$ cat config.mk
export PLATFORM = sky130hd
export DESIGN_NAME = sum_tree
export DESIGN_NICKNAME = d
export VERILOG_FILES = /design/src/fir_par_pkg.sv /design/src/sum_tree.sv
export SDC_FILE = /design/constraint.sdc
export NUM_CORES = 1
export LEC_CHECK = 0
export ABC_AREA = 1
export BUFFER_PORTS_ARGS = -buffer_cell sky130_fd_sc_hd__buf_2
export CORE_MARGIN = 10
export CORE_UTILIZATION = 60
export CTS_CLUSTER_SIZE = 14
export DETAILED_ROUTE_END_ITERATION = 12
export PLACE_DENSITY = 0.95
export SYNTH_ARGS = -nofsm -noshare
export SYNTH_HDL_FRONTEND = slang
export SYNTH_SLANG_ARGS = --single-unit
$ cat constraint.sdc
create_clock -name clk_i -period 2.8 [get_ports clk_i]
set_input_delay 0.28 -clock clk_i [delete_from_list [all_inputs] [get_ports clk_i]]
set_output_delay 0.28 -clock clk_i [all_outputs]
set_load 0.01 [all_outputs]
$ cat src/fir_par_pkg.sv
package fir_par_pkg;

	// Sample and coefficient width, both signed
	localparam int SAMPLE_W = 16;

	// Segment count must stay a power of two for the adder tree
	localparam int NUM_FIR = 4;
	localparam int TAPS_PER_SEG = 4;
	localparam int NUM_TAPS = NUM_FIR * TAPS_PER_SEG;

	localparam int SEG_IDX_W = $clog2(NUM_FIR);
	localparam int TAP_IDX_W = $clog2(TAPS_PER_SEG);

	localparam int PROD_W = 32;
	// Two guard bits cover the additions inside one segment
	localparam int SEG_SUM_W = PROD_W + 2;
	localparam int TREE_STAGES = $clog2(NUM_FIR);
	localparam int Y_W = SEG_SUM_W + TREE_STAGES;

	localparam int REG_ADDR_W = 6;
	localparam int REG_DATA_W = 16;

	// Register map
	localparam logic [REG_ADDR_W-1:0] ADDR_SAMPLE = 6'h00;
	localparam logic [REG_ADDR_W-1:0] ADDR_Y_LO = 6'h01;
	localparam logic [REG_ADDR_W-1:0] ADDR_Y_MID = 6'h02;
	localparam logic [REG_ADDR_W-1:0] ADDR_Y_HI = 6'h03;
	localparam logic [REG_ADDR_W-1:0] ADDR_SHIFT_OUT = 6'h04;
	// Coefficients occupy NUM_TAPS addresses from here, global tap index first
	localparam logic [REG_ADDR_W-1:0] ADDR_COEF_BASE = 6'h10;

endpackage
$ cat src/sum_tree.sv
`timescale 1ns/1ps

module sum_tree (
	input  logic clk_i,
	input  logic rst_ni,
	input  logic in_valid_i,
	input  logic signed [fir_par_pkg::SEG_SUM_W-1:0] seg_y_i [fir_par_pkg::NUM_FIR],
	output logic signed [fir_par_pkg::Y_W-1:0] y_o,
	output logic y_valid_o
);
	import fir_par_pkg::*;

	logic [TREE_STAGES-1:0] vld_q;
	logic signed [Y_W-1:0] flat_sum;

	// Level l holds NUM_FIR >> (l+1) sums, one bit wider than the level below
	for (genvar l = 0; l < TREE_STAGES; l++) begin : g_lvl
		localparam int W = SEG_SUM_W + l + 1;
		localparam int N = NUM_FIR >> (l + 1);

		logic signed [W-1:0] sum_q [N];

		for (genvar n = 0; n < N; n++) begin : g_node
			logic signed [W-2:0] op_a;
			logic signed [W-2:0] op_b;

			if (l == 0) begin : g_leaf
				assign op_a = seg_y_i[2*n];
				assign op_b = seg_y_i[2*n+1];
			end else begin : g_inner
				assign op_a = g_lvl[l-1].sum_q[2*n];
				assign op_b = g_lvl[l-1].sum_q[2*n+1];
			end

			always_ff @(posedge clk_i) begin
				sum_q[n] <= W'(op_a) + W'(op_b);
			end
		end
	end

	assign y_o = g_lvl[TREE_STAGES-1].sum_q[0];

	always_ff @(posedge clk_i or negedge rst_ni) begin
		if (!rst_ni) begin
			vld_q <= '0;
		end else begin
			vld_q <= (vld_q << 1) | TREE_STAGES'(in_valid_i);
		end
	end

	assign y_valid_o = vld_q[TREE_STAGES-1];

	// Flat sum of the segment results that the tree output must reproduce
	always_comb begin
		flat_sum = '0;
		for (int k = 0; k < NUM_FIR; k++) begin
			flat_sum = flat_sum + Y_W'(seg_y_i[k]);
		end
	end

	a_valid_latency: assert property (@(posedge clk_i) disable iff (!rst_ni)
		y_valid_o |-> $past(in_valid_i, TREE_STAGES) && (y_o == $past(flat_sum, TREE_STAGES)))
		else $error("Tree output strobe without a matching input strobe or sum");

endmodule

==> results.cfg <==
[status]
status = finished, final reports clean

[synth]
synth-warning-count = 0
netlist_instances = 1573
mean_cell_area_of_the_mapped_netlist_um2 = 6.010
syn-num-nets = 1818
post_synth_instance_area_um2 = 9454
yosys_register_bits = 108
synth.yosys.seq_area_share_pct = 22.98
synthDistinctLibCells = 25

[grt]
global_route.overflow_total = 0
number_of_antenna_violations_at_the_first_check_in_global_routing = 0
global_route.usage.met1_pct = 34.45
globalRoute.busiestLayer = met2
grt.met3_usage_pct = 5.650
grtUsageMet2_pct = 46.57
first_global_vias = 10280
pin_count_of_the_biggest_net_entering_global_routing = 20
grt_first_pass_wirelength_um = 49400
groute.usage.overall_pct = 27.83

[finish]
ratio_of_cells_with_drive_above_1_in_the_final_layout_pct = 13.26
antenna_cells_inserted = 0
design.final.nets = 2005
syn_to_final_growth_pct = 15.52
finalNonFillerCells = 1976

[detailed_routing]
dr_pass1_iterations = 6
drc_errors = 0
wl_per_cell_um = 15.22
routed_wirelength_um = 30080
ant_nets = 0
dr.first_iter.drc_count = 857
viasPerCell = 5.335
route.vias.total = 10540

[clock_tree]
worstSkewPairLatency_ps = 370
post-cts-setup-buffers = 0
tritoncts = done
ctsRootBufferMaster = sky130_fd_sc_hd__clkbuf_16
tritoncts_num_sinks = 108
clockBufferDepth = 2
clkSlewWorstSetupHoldPaths_ps = 70
cts_made_buffers = 9
ctsHtreeMaxLevel = 3

[sta]
setup-tns-final_ps = 0
maxSlewViolCount = 0
fmax_mhz = 500.2
timing_hold_violations_final = 0
post_layout_min_period_ps = 1999
max_slew.worst_pin.slew_ps = 446.2
setup_viol = 0
setup_repair_after_global_routing_missed_its_margin = false
timing.final.crit_share_pct = 71.40
max-slew-margin-rel_pct = 69.94
skew_ps = 8.993

[floorplan]
row_count = 45
die_area_um2 = 21180
num_io_pins = 176
floorplan.initialDensity_pct = 61.73
design.core.area_um2 = 15310
die_h_um = 145.5
floorplan.die.width_um = 145.5

[placement]
place_hpwl_um = 26020
io_buffer_count = 175
placed_cells_incl_taps = 1959
gp_congestion = 0.9960

[power]
pwr_cell_area_nw_per_um2 = 668.5
peakVddDrop_v = 0.0004256
static-leakage-power_nw = 6.451

[critical_path]
critical-path-slowest-cell = sky130_fd_sc_hd__fa_1
critical_path.max_stage_delay_ps = 470
crit_path_end_kind = flip-flop
crit_path_start_kind = flip-flop
critPathBufInv = 0
critical_path_required_ps = 3070
crit_path_cell_trace = ha_1 -> fa_1 -> nand3_2 -> nand3_2 -> nand2_1 -> nand2_2 -> nand2_1 -> nand2_2 -> nand2_1 -> nand2_1 -> nand2_1 -> nand2_1
critical_path.most_common_cell = sky130_fd_sc_hd__nand2_1
worst-setup-path-type = flip-flop to flip-flop
timing.critical_path.arrival_ps = 2270
timing.critical_path.max_delay_family = simple AND/OR/NAND/NOR gates
worstPathMaxFanout = 4

[hold_path]
timing.hold.worst.class = input pin to flip-flop

[run]
maxCapViolCount = 0
[cell usage in the layout, fill, tap and decap left out, drive strengths merged]
cell type and n:
buf 175, nand3 79, nand2 578, o21ai 49
nor2 165, xnor2 4, a21o 1, o21bai 13
and2 2, o21a 2, a31oi 1, a21oi 104
a21boi 3, clkbuf 10, inv 276, fa 3
dfrtp 2, xor2 48, dlygate4sd3 1, bufinv 1
clkinv 2, ha 103, dfxtp 106, nand4 11
nor3 25, nor4 1
[area by class of cell]
cell class | instances | area, µm²
timing repair buffer | 176 | 885.9
clock inverter | 6 | 78.83
clock buffer | 10 | 239.0
multi-input combinational | 1192 | 6257
fill | 1395 | 4393
inverter | 273 | 1025
sequential | 108 | 2172
tap | 211 | 264.0
[per-stage QoR]
step / setup slack (ps) / utilization (%) / hold slack [ps] / power [mW] / instance area [µm²]
final: 800.8 / 71.32 / 27.68 / 7.301 / 10920
after global routing: 633.8 / 71.32 / 24.51 / 7.875 / 10920
after CTS: 829.8 / 71.32 / 23.90 / 7.257 / 10920
after detailed placement: 651.2 / 69.17 / 72.02 / 5.902 / 10590
after global placement: 732.0 / 69.17 / 63.59 / 5.806 / 10590
after floorplan: 1067 / - / -15.59 / 4.689 / 9454
[cells in the mapped netlist]
cell type                  instances  area, µm²
sky130_fd_sc_hd__a21boi_0          3      22.52
sky130_fd_sc_hd__a21o_1            1      7.510
sky130_fd_sc_hd__a21oi_1         103      515.5
sky130_fd_sc_hd__a21oi_2           1      8.760
sky130_fd_sc_hd__a31oi_1           1      6.260
sky130_fd_sc_hd__and2_1            2      12.51
sky130_fd_sc_hd__dfrtp_1           2      50.05
sky130_fd_sc_hd__dfxtp_1         106       2122
sky130_fd_sc_hd__fa_1              3      60.06
sky130_fd_sc_hd__ha_1            103       1289
sky130_fd_sc_hd__inv_1           273       1025
sky130_fd_sc_hd__nand2_1         554       2079
sky130_fd_sc_hd__nand2_2          24      150.1
sky130_fd_sc_hd__nand3_1          66      330.3
sky130_fd_sc_hd__nand3_2          13      130.1
sky130_fd_sc_hd__nand4_1          11      68.82
sky130_fd_sc_hd__nor2_1          160      600.6
sky130_fd_sc_hd__nor2_2            5      31.28
sky130_fd_sc_hd__nor3_1           25      125.1
sky130_fd_sc_hd__nor4_1            1      6.260
sky130_fd_sc_hd__o21a_1            2      15.01
sky130_fd_sc_hd__o21ai_0          49      245.2
sky130_fd_sc_hd__o21bai_1         13      97.59
sky130_fd_sc_hd__xnor2_1           4      35.03
sky130_fd_sc_hd__xor2_1           48      420.4
[what timing repair did]
action                    CTS  global route
hold buffers                1             0
resized for setup           0             0
hold endpoints to repair    2             0
[power breakdown]
part | total, mW | switching, mW | internal (mW) | leakage (nW)
Clock | 1.35 | 0.612 | 0.737 | 0.157
Sequential | 2.21 | 0.179 | 2.03 | 0.917
Combinational | 3.74 | 2.43 | 1.32 | 5.38
Total | 7.30 | 3.22 | 4.08 | 6.45
[worst register-to-register path: stages (launching register included)]
cell,delay (ps)
sky130_fd_sc_hd__dfxtp_1,310
sky130_fd_sc_hd__ha_1,260
sky130_fd_sc_hd__fa_1,470
sky130_fd_sc_hd__nand3_2,100
sky130_fd_sc_hd__nand3_2,130
sky130_fd_sc_hd__nand2_1,110
sky130_fd_sc_hd__nand2_2,70
sky130_fd_sc_hd__nand2_1,90
sky130_fd_sc_hd__nand2_2,100
sky130_fd_sc_hd__nand2_1,120
sky130_fd_sc_hd__nand2_1,60
sky130_fd_sc_hd__nand2_1,50
sky130_fd_sc_hd__nand2_1,40
[cells by family after synthesis]
logic type | after synthesis | synth area share (%)
xor gates and xnor gates | 52 | 4.817
adders and majority gates | 106 | 14.27
and+or+nand+nor | 861 | 37.39
AOI/OAI and AO/OA | 173 | 9.714
buffers and inverters | 273 | 10.84
DFF | 108 | 22.98
[sequential cells by signal, summed over array words and instances (netlist names)]
signal and count:
g_lvl.sum_q 106, vld_q 2
[worst paths after layout]
check / startpoint / endpoint / slack, ps / cells after the start
worst max-delay path: g_lvl[0].sum_q[0][0]$_DFF_P_ / g_lvl[1].sum_q[0][24]$_DFF_P_ / 800 / 12
worst min-delay path: in_valid_i / vld_q[0]$_DFF_PN0_ / 30 / 1
worst max register to register: g_lvl[0].sum_q[0][0]$_DFF_P_ / g_lvl[1].sum_q[0][24]$_DFF_P_ / 800 / 12
worst min register to register: vld_q[0]$_DFF_PN0_ / vld_q[1]$_DFF_PN0_ / 380 / 0
max in group asynchronous: rst_ni / vld_q[0]$_DFF_PN0_ / 2480 / 2
min in group asynchronous: rst_ni / vld_q[1]$_DFF_PN0_ / 220 / 2
[routing by layer]
| metal | share of wire (%) | vias up |
|---|---|---|
| met5 | 0 | - |
| li1 | - | 5288 |
| met2 | 46 | 504 |
| met1 | 42 | 4689 |
| met4 | 3.0 | 0 |
| met3 | 8.9 | 60 |
No activity file was read; power rests on OpenSTA's default activity.
