File: src/fir_par_pkg.sv
package fir_par_pkg;

	// Sample and coefficient width, both signed
	localparam int SAMPLE_W = 16;

	// Segment count must stay a power of two for the adder tree
	localparam int NUM_FIR = 4;
	localparam int TAPS_PER_SEG = 4;
	localparam int NUM_TAPS = NUM_FIR * TAPS_PER_SEG;

	localparam int SEG_IDX_W = $clog2(NUM_FIR);
	localparam int TAP_IDX_W = $clog2(TAPS_PER_SEG);

	localparam int PROD_W = 32;
	// Two guard bits cover the additions inside one segment
	localparam int SEG_SUM_W = PROD_W + 2;
	localparam int TREE_STAGES = $clog2(NUM_FIR);
	localparam int Y_W = SEG_SUM_W + TREE_STAGES;

	localparam int REG_ADDR_W = 6;
	localparam int REG_DATA_W = 16;

	// Register map
	localparam logic [REG_ADDR_W-1:0] ADDR_SAMPLE = 6'h00;
	localparam logic [REG_ADDR_W-1:0] ADDR_Y_LO = 6'h01;
	localparam logic [REG_ADDR_W-1:0] ADDR_Y_MID = 6'h02;
	localparam logic [REG_ADDR_W-1:0] ADDR_Y_HI = 6'h03;
	localparam logic [REG_ADDR_W-1:0] ADDR_SHIFT_OUT = 6'h04;
	// Coefficients occupy NUM_TAPS addresses from here, global tap index first
	localparam logic [REG_ADDR_W-1:0] ADDR_COEF_BASE = 6'h10;

endpackage
File: src/coef_bus_if.sv
`timescale 1ns/1ps

interface coef_bus_if;
	import fir_par_pkg::*;

	// Single-cycle write strobe
	logic we;
	// Target segment and the tap slot inside it
	logic [SEG_IDX_W-1:0] seg;
	logic [TAP_IDX_W-1:0] tap;
	logic signed [SAMPLE_W-1:0] data;

	modport reg_mp (
		output we,
		output seg,
		output tap,
		output data
	);

	modport seg_mp (
		input we,
		input seg,
		input tap,
		input data
	);

endinterface

File: src/fir_reg_block.sv
`timescale 1ns/1ps

module fir_reg_block (
	input  logic clk_i,
	input  logic rst_ni,
	input  logic [fir_par_pkg::REG_ADDR_W-1:0] reg_addr_i,
	input  logic [fir_par_pkg::REG_DATA_W-1:0] reg_wdata_i,
	input  logic reg_we_i,
	input  logic reg_re_i,
	input  logic signed [fir_par_pkg::Y_W-1:0] y_i,
	input  logic y_valid_i,
	input  logic signed [fir_par_pkg::SAMPLE_W-1:0] shift_sample_i,
	input  logic shift_valid_i,
	output logic signed [fir_par_pkg::SAMPLE_W-1:0] reg_sample_o,
	output logic reg_sample_valid_o,
	output logic [fir_par_pkg::REG_DATA_W-1:0] rd_data_o,
	output logic rd_valid_o,
	coef_bus_if.reg_mp coef
);
	import fir_par_pkg::*;

	localparam int HI_W = Y_W - 2 * REG_DATA_W;

	logic [REG_ADDR_W-1:0] coef_idx;
	logic coef_sel;
	logic signed [Y_W-1:0] y_q;
	logic signed [SAMPLE_W-1:0] shift_q;
	logic [REG_DATA_W-1:0] rd_mux;

	// Addresses below the base wrap to large indices and fall out of range
	assign coef_idx = reg_addr_i - ADDR_COEF_BASE;
	assign coef_sel = coef_idx < REG_ADDR_W'(NUM_TAPS);

	assign coef.we = reg_we_i && coef_sel;
	assign coef.seg = coef_idx[TAP_IDX_W +: SEG_IDX_W];
	assign coef.tap = coef_idx[TAP_IDX_W-1:0];
	assign coef.data = reg_wdata_i;

	always_ff @(posedge clk_i or negedge rst_ni) begin
		if (!rst_ni) begin
			reg_sample_o <= '0;
			reg_sample_valid_o <= 1'b0;
			y_q <= '0;
			shift_q <= '0;
		end else begin
			reg_sample_valid_o <= reg_we_i && (reg_addr_i == ADDR_SAMPLE);
			if (reg_we_i && (reg_addr_i == ADDR_SAMPLE)) begin
				reg_sample_o <= reg_wdata_i;
			end
			if (y_valid_i) begin
				y_q <= y_i;
			end
			if (shift_valid_i) begin
				shift_q <= shift_sample_i;
			end
		end
	end

	always_comb begin
		case (reg_addr_i)
			ADDR_Y_LO:      rd_mux = y_q[REG_DATA_W-1:0];
			ADDR_Y_MID:     rd_mux = y_q[2*REG_DATA_W-1:REG_DATA_W];
			ADDR_Y_HI:      rd_mux = {{(REG_DATA_W-HI_W){y_q[Y_W-1]}}, y_q[Y_W-1:2*REG_DATA_W]};
			ADDR_SHIFT_OUT: rd_mux = shift_q;
			default:        rd_mux = '0;
		endcase
	end

	always_ff @(posedge clk_i or negedge rst_ni) begin
		if (!rst_ni) begin
			rd_data_o <= '0;
			rd_valid_o <= 1'b0;
		end else begin
			rd_valid_o <= reg_re_i;
			if (reg_re_i) begin
				rd_data_o <= rd_mux;
			end
		end
	end

	a_no_rw_clash: assert property (@(posedge clk_i) disable iff (!rst_ni)
		!(reg_we_i && reg_re_i))
		else $error("Register read and write in the same cycle");

endmodule

File: src/flat_wrapper.sv
// flat-port wrapper written by rule: the top's interface ports become plain ports
module fir_reg_block_flat import fir_par_pkg::*;
  (clk_i, rst_ni, reg_addr_i, reg_wdata_i, reg_we_i, reg_re_i, y_i, y_valid_i, shift_sample_i, shift_valid_i, reg_sample_o, reg_sample_valid_o, rd_data_o, rd_valid_o, coef_we, coef_seg, coef_tap, coef_data);
  coef_bus_if coef_i ();
  input  logic clk_i;
  input  logic rst_ni;
  input  logic [fir_par_pkg::REG_ADDR_W-1:0] reg_addr_i;
  input  logic [fir_par_pkg::REG_DATA_W-1:0] reg_wdata_i;
  input  logic reg_we_i;
  input  logic reg_re_i;
  input  logic signed [fir_par_pkg::Y_W-1:0] y_i;
  input  logic y_valid_i;
  input  logic signed [fir_par_pkg::SAMPLE_W-1:0] shift_sample_i;
  input  logic shift_valid_i;
  output logic signed [fir_par_pkg::SAMPLE_W-1:0] reg_sample_o;
  output logic reg_sample_valid_o;
  output logic [fir_par_pkg::REG_DATA_W-1:0] rd_data_o;
  output logic rd_valid_o;
  output wire logic [$bits(coef_i.we)-1:0] coef_we;
  output wire logic [$bits(coef_i.seg)-1:0] coef_seg;
  output wire logic [$bits(coef_i.tap)-1:0] coef_tap;
  output wire logic [$bits(coef_i.data)-1:0] coef_data;
  assign coef_we = coef_i.we;
  assign coef_seg = coef_i.seg;
  assign coef_tap = coef_i.tap;
  assign coef_data = coef_i.data;
  fir_reg_block u_core (.clk_i(clk_i), .rst_ni(rst_ni), .reg_addr_i(reg_addr_i), .reg_wdata_i(reg_wdata_i), .reg_we_i(reg_we_i), .reg_re_i(reg_re_i), .y_i(y_i), .y_valid_i(y_valid_i), .shift_sample_i(shift_sample_i), .shift_valid_i(shift_valid_i), .reg_sample_o(reg_sample_o), .reg_sample_valid_o(reg_sample_valid_o), .rd_data_o(rd_data_o), .rd_valid_o(rd_valid_o), .coef(coef_i));
endmodule
File: config.mk
export PLATFORM = sky130hd
export DESIGN_NAME = fir_reg_block_flat
export DESIGN_NICKNAME = d
export VERILOG_FILES = /design/src/fir_par_pkg.sv /design/src/coef_bus_if.sv /design/src/fir_reg_block.sv /design/src/flat_wrapper.sv
export SDC_FILE = /design/constraint.sdc
export NUM_CORES = 1
export LEC_CHECK = 0
export ABC_CLOCK_PERIOD_IN_PS = 1700
export BUFFER_PORTS_ARGS = -buffer_cell sky130_fd_sc_hd__buf_2
export CAP_MARGIN = 20
export CORE_AREA = 5 5 90 92
export DETAILED_ROUTE_END_ITERATION = 7
export DIE_AREA = 0 0 95 97
export PLACE_DENSITY = 0.8
export RECOVER_POWER = 50
export REMOVE_ABC_BUFFERS = 1
export SYNTH_ARGS = -nofsm -noshare
export SYNTH_HDL_FRONTEND = slang
export SYNTH_SLANG_ARGS = --single-unit
File: constraint.sdc
create_clock -name clk_i -period 1.7 [get_ports clk_i]
set_input_delay 0.17 -clock clk_i [delete_from_list [all_inputs] [get_ports clk_i]]
set_output_delay 0.17 -clock clk_i [all_outputs]
set_load 0.05 [all_outputs]
==> impl_summary.md <==
Critical path
Among cell families on the critical path, the largest total delay comes from compound AO/OA/AOI/OAI gates. The type of element launching the critical path is an input port. The slowest stage cell on the critical path is o21ai_2. The critical path goes through buf_2 > nor2_1 > and2b_1 > o21ai_2 > o221ai_1. The delay of the slowest critical-path stage is 0.56 ns. STA puts the critical path data required time at 1.88 ns. The maximum fanout along the worst path is 16. The worst endpoint data arrival time is 1.46 ns. STA classifies the critical path endpoint as a register.

The sum of buffers and inverters on the critical path is 1. The critical setup path kind is input port to register.

Clocking
The root buffer cell is clkbuf_8. The hold buffer count at cts is 1. The number of gates resized after CTS was 0.

The CTS buffer count is 9. The clock latency on the worst-skew pair is 0.34 ns. TritonCTS built the clock tree. The CTS clock-pin slew for the worst setup and hold paths is 0.09 ns. The number of setup buffers added after CTS is 0. The H-tree was split into 3 levels. The clock drives 86 sinks. The maximum clock insertion buffer count is 2.

Power
The peak supply drop is 0.6901 mV. Overall power consumption after layout is estimated at 5.054 mW. Summed over all cells, the static leakage comes to 2.256 nW.

For this design the ratio of total power to cell area is 1088 nW/um^2.

Layout
For this run, the share of the core covered by cells in the final layout is 65.08%. Relative to the synthesized area, the layout overhead comes to 25.49%. The total inserted antenna cells is 0. In the final layout, the share of cells above drive strength 1 is 54.38%. The summed area of non-filler cells in the final layout is 4644 sq um. After the flow finishes, the layout carries non-filler instances totaling 487.

The final net count is 463. The filler cells instantiated in the layout total 596.

Placement
The placer's final routability congestion estimate is 0.7776. The number of port buffers is 134. Once placement completed, the tool counted placed cells totaling 470. The post-placement cell area is 4384 sq um.

The sum of net half-perimeters after detailed placement is 6459 um.

Synth
For this run, the leading register cell type out of synthesis is dfrtp_1. The warning count from the yosys run is 0. After synthesis the cells add up to 3701 sq um. Synthesis handed over a netlist of 260 instances.

The commonest cells after synthesis are dfrtp_1, mux2_2, buf_4. The synthesized design contains 86 register bits. After synthesis, the largest family of logic cells by area is multiplexers. The fraction of synthesized cell area in xor and xnor cells is 0%. The fraction of the mapped netlist area in adder cells is 0%. The most frequently used cell type in the post-synthesis netlist is dfrtp_1.

A synthesized cell averages 14.23 sq um. The synthesized netlist devotes 9.094% of its cell area to compound gates. The share of synthesized area spent on multiplexers is 21.60%. Sequential elements use 58.15% of the synthesized area. The simple-gate share of the synthesized area is 3.347%. The async set-or-reset flop fraction in the synthesized netlist is 100.0%. dfrtp_1 takes more of the synthesized area than any other cell. The share of the synthesized area in the top cell type is 58.15%.

The netlist uses 26 different library cells. In this run, synthesis inferred 0 flip-flops with an integrated enable. By area the synthesized netlist is led by dfrtp_1, mux2_2, buf_4, mux2_4, o221ai_1.

STA
The total count of hold-check failures in the final report is 0. The max-slew headroom at the worst pin is 53.06%. The shortest clock period the worst path allows after layout is 1.274 ns. The transition time at the pin with the least slew margin is 0.7040 ns. The clock arrives with 0.007406 ns of skew. Setup repair after global routing left no endpoint under its margin. The final critical-path share of the clock period is 74.97%. The setup TNS is 0 ns. The number of pins exceeding their max-slew limit in the final report is 0. The highest clock rate is 0.7847 GHz. The number of endpoints failing setup at the final stage is 0.

Drt
The post-route antenna net violation count is 0. Dividing the detail-routed via count by the number of cells gives 5.292. The length of the first detailed-routing pass in iterations is 4. After detailed routing, the average wire length per cell comes to 17.94 um.

The violation count after the first detailed-routing iteration is 136. The overall via count from detail_route is 2577. The final layout contains routed wiring with a total length of 8738 um. In the routed design, unresolved DRC markers number 0.

Die
The chip width is 95 um. The initial core utilization is 51.86%. The floorplan die height is 97 um. The floorplan has 31 rows. The floorplan step defined a core boundary enclosing 7137 sq um. The floorplan step defined a die boundary enclosing 9215 sq um. The total I/O pin count is 135.

GRT
Global routing used 26.48% of the available met1 tracks. The global router's overall resource usage is 19.83%. The most used routing layer is met2. The global routing usage on met2 is 31.51%.

The number of antenna violations at the first check in global routing is 0. The met3 routing resource usage after global routing is 4.888%. The via count of the first global-routing pass came to 2878. The first global-routing pass estimated 14260 um of wire. The largest net degree at the start of global routing is 87. After global routing the overflow that remains totals 0.

Status
The flow ran to the end, and the final reports show no timing, DRC or antenna violations.

Hold path
The min-delay analysis places its worst path in the category input port to register.

Job
The max-capacitance violation count is 0.
[where the power goes]
group / internal, mW / leakage (nW) / switching [mW] / total (mW)
logic: 0.306 / 1.05 / 0.507 / 0.814
clock network: 1.21 / 0.140 / 0.711 / 1.92
registers: 2.22 / 1.07 / 0.0981 / 2.32
total: 3.74 / 2.26 / 1.32 / 5.05
[final timing paths]
path / startpoint / end / slack, ns / cells after the start
min in group asynchronous: rst_ni / u_core.shift_q[15] / 0.46 / 3
worst min register to register: u_core.reg_sample_o[4] / u_core.reg_sample_o[4] / 0.51 / 1
worst max register to register: u_core.y_q[16] / u_core.rd_data_o[0] / 0.65 / 3
worst min-delay path: shift_sample_i[9] / u_core.shift_q[9] / 0.05 / 2
max in group asynchronous: rst_ni / u_core.y_q[20] / 0.89 / 3
worst max-delay path: reg_addr_i[1] / u_core.rd_data_o[6] / 0.43 / 5
[routing by layer]
metal	wire length, um	up-vias
li1	-	1183
met1	3760	1260
met2	4102	125
met3	772	9
met4	102	0
met5	0	-
[kinds of logic (layout without fill, tap and decap cells)]
logic type,after synthesis,in the layout
buffers and inverters,51,179
and+or+nand+nor,17,17
DFF,86,86
muxes,68,68
AOI/OAI and AO/OA,38,38
[sequential cells by signal, summed over array words and instances (netlist names)]
register                   cells
u_core.rd_valid_o              1
u_core.y_q                    36
u_core.reg_sample_o           16
u_core.reg_sample_valid_o      1
u_core.shift_q                16
u_core.rd_data_o              16
[layout by cell type (no fill, tap or decap), types with 2 or more instances in the layout]
| cell type | Yosys | routed |
|---|---|---|
| nor2b_1 | 3 | 3 |
| bufinv_16 | 0 | 4 |
| clkbuf_8 | 0 | 11 |
| buf_12 | 0 | 2 |
| mux2_2 | 59 | 59 |
| nor2_1 | 3 | 3 |
| a22oi_1 | 4 | 4 |
| buf_4 | 23 | 10 |
| dfrtp_1 | 86 | 86 |
| clkbuf_1 | 7 | 22 |
| nand3_1 | 3 | 3 |
| buf_2 | 3 | 112 |
| inv_1 | 16 | 16 |
| a22o_1 | 4 | 4 |
| o221ai_1 | 15 | 15 |
| a222oi_1 | 12 | 12 |
| and2_1 | 2 | 2 |
| mux2_4 | 9 | 9 |
[final cells by class]
type,instances,area [sq um],share of cell area [%]
clock inverter,5,128.9,2.775
inverter,16,60.06,1.293
timing repair buffer,147,768.2,16.54
tap,99,123.9,2.667
clock buffer,11,151.4,3.260
sequential,86,2152,46.34
multi-input combinational,123,1260,27.13
[through the flow]
step                setup WS, ns  hold slack (ns)
floorplan                 0.2956          -0.1256
global placement         0.08674           0.2400
detailed placement       0.05008           0.2447
CTS                       0.4255          0.03558
global route              0.2690          0.03447
finish                    0.4256          0.04929
Note: power is estimated with default switching activity, not from simulation.
